--- src/hw/cache_pkg.sv ---
package cache_pkg;

////////////////////////////////////////
// Widths
////////////////////////////////////////
localparam int ADDR_W       = 16;        // Word address
localparam int DATA_W       = 32;
localparam int BE_W         = DATA_W / 8;
localparam int MAX_OFFSET_W = 4;         // Blocks of up to 16 words

// Miss handling state of the shared controller
typedef enum logic [2:0] {
    NORMAL,
    IC_MISS,
    DC_MISS,
    DOUBLE_MISS,     // I-side served first
    DC_WRITEBACK     // Dirty victim goes out before the D fill
} cache_status_e;

typedef struct packed {
    logic              rd;
    logic              wr;
    logic [BE_W-1:0]   byte_en;
    logic [ADDR_W-1:0] addr;
    logic [DATA_W-1:0] wdata;
} cpu_req_t;

// Memory port command, qualified by mem_req
typedef struct packed {
    logic              write;
    logic [ADDR_W-1:0] addr;
    logic [DATA_W-1:0] wdata;
} mem_cmd_t;

// Per-cache controls from the controller
typedef struct packed {
    logic                    enable;
    logic                    cmp;         // Compare tags, else work on the victim way
    logic                    write;
    logic [BE_W-1:0]         byte_en;
    logic [MAX_OFFSET_W-1:0] word_sel;
    logic                    fill_word_en;
} cache_ctl_t;

endpackage

--- src/hw/cache_ctrl.sv ---
`timescale 1ns/1ns

module cache_ctrl import cache_pkg::*; #(
    parameter int INDEX_WIDTH  = 3,
    parameter int OFFSET_WIDTH = 2,
    localparam int TAG_W       = ADDR_W - INDEX_WIDTH - OFFSET_WIDTH
) (
    input  logic              clk,
    input  logic              rst,
    input  cpu_req_t          ic_req,
    input  cpu_req_t          dc_req,
    input  logic              ic_hit,
    input  logic              ic_valid,
    input  logic              dc_hit,
    input  logic              dc_dirty,
    input  logic              dc_valid,
    input  logic [TAG_W-1:0]  dc_victim_tag,
    input  logic [DATA_W-1:0] dc_victim_word,
    input  logic              mem_ack,
    input  logic [DATA_W-1:0] mem_rdata,
    output cache_ctl_t        ic_ctl,
    output cache_ctl_t        dc_ctl,
    output logic [DATA_W-1:0] fill_word,
    output logic              stall,
    output logic              mem_req,
    output mem_cmd_t          mem_cmd
);

cache_status_e status;
cache_status_e miss_next;                 // Outcome of this cycle's lookups

logic [OFFSET_WIDTH-1:0] counter;         // Word within the block
logic [INDEX_WIDTH-1:0]  dc_index;
logic                    phase;           // Ack seen, waiting for it to fall
logic                    write_after_load;
logic                    ic_miss;
logic                    dc_miss;
logic                    dc_wb_needed;
logic                    fill_strobe;
logic                    xfer_done;
logic                    last_word;

assign dc_index     = dc_req.addr[OFFSET_WIDTH +: INDEX_WIDTH];
assign ic_miss      = ic_req.rd && !(ic_hit && ic_valid);
assign dc_miss      = (dc_req.rd || dc_req.wr) && !(dc_hit && dc_valid);
assign dc_wb_needed = dc_valid && dc_dirty;   // Victim holds modified data
assign fill_strobe  = mem_req && mem_ack && !mem_cmd.write;
assign xfer_done    = phase && !mem_ack;
assign last_word    = &counter;
assign fill_word    = mem_rdata;

always_comb begin
    if (ic_miss && dc_miss) begin
        miss_next = DOUBLE_MISS;
    end else if (ic_miss) begin
        miss_next = IC_MISS;
    end else if (dc_miss) begin
        miss_next = dc_wb_needed ? DC_WRITEBACK : DC_MISS;
    end else begin
        miss_next = NORMAL;
    end
end

// Stall covers the miss being detected now as well as the one being served
assign stall = (status != NORMAL) || (miss_next != NORMAL) || write_after_load;

////////////////////////////////////////
// Cache controls
////////////////////////////////////////
always_comb begin
    ic_ctl = '0;
    dc_ctl = '0;
    case (status)
        NORMAL: begin
            ic_ctl.enable   = ic_req.rd;
            ic_ctl.cmp      = 1'b1;
            ic_ctl.word_sel = MAX_OFFSET_W'(ic_req.addr[OFFSET_WIDTH-1:0]);
            dc_ctl.enable   = dc_req.rd || dc_req.wr;
            dc_ctl.cmp      = 1'b1;
            dc_ctl.write    = dc_req.wr;
            dc_ctl.byte_en  = dc_req.byte_en;
            dc_ctl.word_sel = MAX_OFFSET_W'(dc_req.addr[OFFSET_WIDTH-1:0]);
        end
        IC_MISS, DOUBLE_MISS: begin
            ic_ctl.enable       = 1'b1;
            ic_ctl.word_sel     = MAX_OFFSET_W'(counter);
            ic_ctl.fill_word_en = fill_strobe;
        end
        DC_WRITEBACK: begin
            dc_ctl.enable   = 1'b1;             // Victim word onto the port
            dc_ctl.word_sel = MAX_OFFSET_W'(counter);
        end
        DC_MISS: begin
            dc_ctl.enable       = 1'b1;
            dc_ctl.word_sel     = MAX_OFFSET_W'(counter);
            dc_ctl.fill_word_en = fill_strobe;
        end
        default: ;
    endcase
end

// Command depends only on held state so it stays put while req is high
always_comb begin
    mem_cmd = '0;
    case (status)
        IC_MISS, DOUBLE_MISS: mem_cmd.addr = {ic_req.addr[ADDR_W-1:OFFSET_WIDTH], counter};
        DC_MISS:              mem_cmd.addr = {dc_req.addr[ADDR_W-1:OFFSET_WIDTH], counter};
        DC_WRITEBACK: begin
            mem_cmd.write = 1'b1;
            mem_cmd.addr  = {dc_victim_tag, dc_index, counter};
            mem_cmd.wdata = dc_victim_word;
        end
        default: ;
    endcase
end

////////////////////////////////////////
// Miss sequencing and four-phase master
////////////////////////////////////////
always_ff @(posedge clk) begin
    if (rst) begin
        status           <= NORMAL;
        counter          <= '0;
        phase            <= 1'b0;
        mem_req          <= 1'b0;
        write_after_load <= 1'b0;
    end else if (status == NORMAL) begin
        status           <= miss_next;
        write_after_load <= dc_req.wr && dc_miss;   // One more cycle to apply the write
    end else begin
        if (mem_req && mem_ack) begin
            mem_req <= 1'b0;
            phase   <= 1'b1;
        end else if (!mem_req && !phase && !mem_ack) begin
            mem_req <= 1'b1;
        end
        if (xfer_done) begin
            phase   <= 1'b0;
            counter <= counter + 1'b1;                // Wraps to 0 after the last word
            if (last_word) begin
                case (status)
                    DOUBLE_MISS:  status <= dc_wb_needed ? DC_WRITEBACK : DC_MISS;
                    DC_WRITEBACK: status <= DC_MISS;
                    default:      status <= NORMAL;
                endcase
            end
        end
    end
end

endmodule

--- config.mk ---
export PLATFORM = sky130hd
export DESIGN_NAME = cache_ctrl
export DESIGN_NICKNAME = d
export VERILOG_FILES = /design/src/hw/cache_pkg.sv /design/src/hw/cache_ctrl.sv
export SDC_FILE = /design/constraint.sdc
export NUM_CORES = 1
export LEC_CHECK = 0
export BUFFER_PORTS_ARGS = -buffer_cell sky130_fd_sc_hd__buf_4
export CAP_MARGIN = 20
export CORE_AREA = 2 2 115 117
export DETAILED_ROUTE_END_ITERATION = 6
export DIE_AREA = 0 0 117 119
export RECOVER_POWER = 100
export REMOVE_ABC_BUFFERS = 1
export SKIP_LAST_GASP = 1
export SLEW_MARGIN = 20
export SYNTH_ARGS = -nofsm -noshare
export SYNTH_HDL_FRONTEND = slang
export SYNTH_SLANG_ARGS = --single-unit
--- constraint.sdc ---
create_clock -name clk -period 3 [get_ports clk]
set_input_delay 0.15 -clock clk [delete_from_list [all_inputs] [get_ports clk]]
set_output_delay 0.15 -clock clk [all_outputs]
set_load 0.02 [all_outputs]
==> out/qor.txt <==
======================================================================================
Status                                                                       completed
Power density cells                                                         348 nW/µm²
Final-report hold violation count                                                    0
Post-synthesis instance total                                                      212
Number of cells in the design after placement                                      495
Core Region                                                                  12900 µm²
Die width                                                                       117 µm
Average routed wire per standard cell                                          20.1 µm
Std cell rows                                                                       42
Fraction of the yosys area taken by sequential cells                             0.114
Post-synth cell types                                                               36
Layout overhead on the synthesized area                                          64.1%
Setup repair after global routing missed its margin                              false
Max Buffers Root-to-Sink                                                             2
Wire length of the first global-routing pass                                  12400 µm
Largest fanout of any net on the critical path                                      36
Post-DRT Antenna Nets                                                                0
Setup Total Neg Slack                                                             0 ns
Total Die Area                                                               13900 µm²
Filler Cell Count                                                                 1497
Clock tree from TritonCTS                                                          yes
Via count                                                                         1912
Clock slew at the register clock pins of the worst setup and hold paths        0.04 ns
H-Tree Level Count                                                                   1
Clock buffers created by TritonCTS                                                   3
Buffer cell driving the clock tree root                                      clkbuf_16
DR vias/cell                                                                      3.84
Share of the clock period used by the worst path after layout                    0.834
Number of top-level pins                                                           298
Final-layout worst hold slack                                                 0.149 ns
Effective utilization at floorplan                                               0.109
Number of port buffers                                                             155
Number of antenna violations at the first check in global routing                    0
Launching element type of the critical path                                   register
Number of warnings issued by yosys                                                   0
Fraction of layout cells with a size suffix above 1                              0.335
Register-to-register path setup slack                                          1.09 ns
Top-area cell type share of the netlist area                                     0.234
Slew at the pin closest to its max-slew limit                                  1.30 ns
Maximum number of pins on one net before global-route repair                        44
Post-CTS Repair Setup Buffers                                                        0
Max-slew headroom                                                                0.132
Via count of the first global-routing pass                                        1693
Type of the tightest min-delay check                                      input port to register
Commonest cells in the synthesized netlist                                buf_4 (44), and3_1 (32), a22oi_1 (18), nand2_1 (18), o21ai_0 (17)
Clock latency of the later-clocked register in the worst-skew pair             0.24 ns
Number of enable-type register cells in the synthesized netlist                      0
Worst path buffer plus inverter count                                                2
Total of flip-flops plus latches after synthesis                                     8
Synth top area cells                                                      buf_4 (23%), and3_1 (14%), dfxtp_1 (11%)
Cell repeated most along the worst path                                       clkbuf_1
Mapped Avg Cell Area                                                          6.65 µm²
Number of DRC violations after detailed-routing iteration 0                         79
Async set-reset flop share out of synthesis                                          0
Overall overflow remaining after global route                                        0
Clock skew                                                                  0.00281 ns
Worst path max stage delay                                                     0.96 ns
Cell with the most instances after synthesis                                     buf_4
Cell Count, Final, Fillers Out                                                     498
Commonest register cell after synthesis                                        dfxtp_1
Number of max-cap violations                                                         0
Total iterations of the first detailed-routing run                                   4
Static leakage                                                                 1.11 nW
DRT Wirelength                                                                10000 µm
Minimum clock period                                                           2.50 ns
HPWL Detailed                                                                  8850 µm
Final count of pins violating max slew                                               0
Clock sink total                                                                     8
Area of the mapped netlist                                                    1410 µm²
Cell type contributing the most total cell area after synthesis                  buf_4
Layout Nets                                                                        516
Family of cells with the greatest summed delay on the critical path       buffers and inverters
Die outline height                                                              119 µm
Total inserted antenna cells                                                         0
Achievable clock frequency                                                   0.400 GHz
Setup Viol. Count Final                                                              0
Critical path class                                                       register to output pin
CP max stage cell                                                             clkbuf_1
Design Power                                                                0.000805 W
Placer congestion estimate                                                       0.732
Remaining routing DRC violations                                                     0
GR Util All Layers                                                               0.131
Required arrival time at the worst endpoint                                    2.85 ns
Arrival time at the worst endpoint                                             2.35 ns
Cts repair resizes                                                                   0
Cts hold-fix bufs                                                                    0
Crit path cell chain                                                      nor2_4, clkbuf_1, and3_1, clkbuf_1
Largest voltage drop on the vdd net                                             175 µV
Category of the worst setup path capture point                              output pin
======================================================================================
==> flip-flops by register name (all words and copies together), names as in the netlist <==
register,flops
write_after_load,1
status,3
counter,2
phase,1
mem_req,1
==> cells in the final DEF, fill, tap and decap left out, types with 2 or more instances in the layout <==
| master | count |
|---|---|
| inv_1 | 2 |
| nor2_1 | 16 |
| a31oi_1 | 2 |
| nand3_1 | 2 |
| and3_1 | 32 |
| clkbuf_16 | 3 |
| a22oi_1 | 18 |
| dfxtp_1 | 7 |
| and2_0 | 4 |
| clkbuf_1 | 56 |
| xnor2_1 | 2 |
| a21oi_1 | 6 |
| and2_1 | 4 |
| conb_1 | 9 |
| nand2_1 | 18 |
| buf_4 | 103 |
| mux2i_1 | 2 |
| o21ai_0 | 17 |
| nand3b_1 | 2 |
| nor3_1 | 2 |
| and3b_1 | 2 |
==> cells by family (layout without fill, tap and decap cells) <==
group                    count (synthesis)  count (layout)  synth area share
buffers and inverters                   62             164             0.290
AO/OA/AOI/OAI                           47              47             0.208
adder cells (fa/ha/maj)                  1               1           0.00888
multiplexers                             2               2            0.0142
other                                    1               9           0.00266
flip-flops                               8               8             0.114
AND/OR/NAND/NOR                         88              88             0.344
XOR/XNOR                                 3               3            0.0187
==> per-stage QoR <==
step / area, µm² / utilization / setup WS, ns
global placement: 2450 / 0.190 / 0.945
floorplan: 1040 / - / 0.844
CTS: 2530 / 0.196 / 0.728
finish: 2310 / 0.180 / 0.499
global route: 2310 / 0.180 / 0.279
detailed placement: 2450 / 0.190 / 0.985
==> cell type report <==
class	count	area [µm²]	area share
sequential	8	161	0.0698
timing repair buffer	159	983	0.425
inverter	2	7.51	0.00325
multi-input combinational	150	865	0.374
tap	176	220	0.0952
clock buffer	3	75.1	0.0325
==> routing by layer <==
metal | track usage | up-vias | share of wire
li1 | - | 912 | -
met3 | 0.138 | 5 | 0.23
met5 | 0.0588 | - | 0.011
met4 | 0.0176 | 2 | 0.010
met2 | 0.220 | 146 | 0.47
met1 | 0.104 | 847 | 0.28
==> report_power, final <==
group	switching (W)	internal [W]
registers	0.0000237	0.000117
logic	0.000264	0.000174
clock network	0.0000538	0.000172
total	0.000342	0.000463
==> final timing paths <==
kind | start | end | depth (start not counted)
max | status[0] | mem_cmd[11] | 4
max reg2reg | status[0] | status[2] | 4
min | mem_ack | mem_req | 2
min reg2reg | write_after_load | write_after_load | 2
Note: power is estimated with default switching activity, not from simulation.
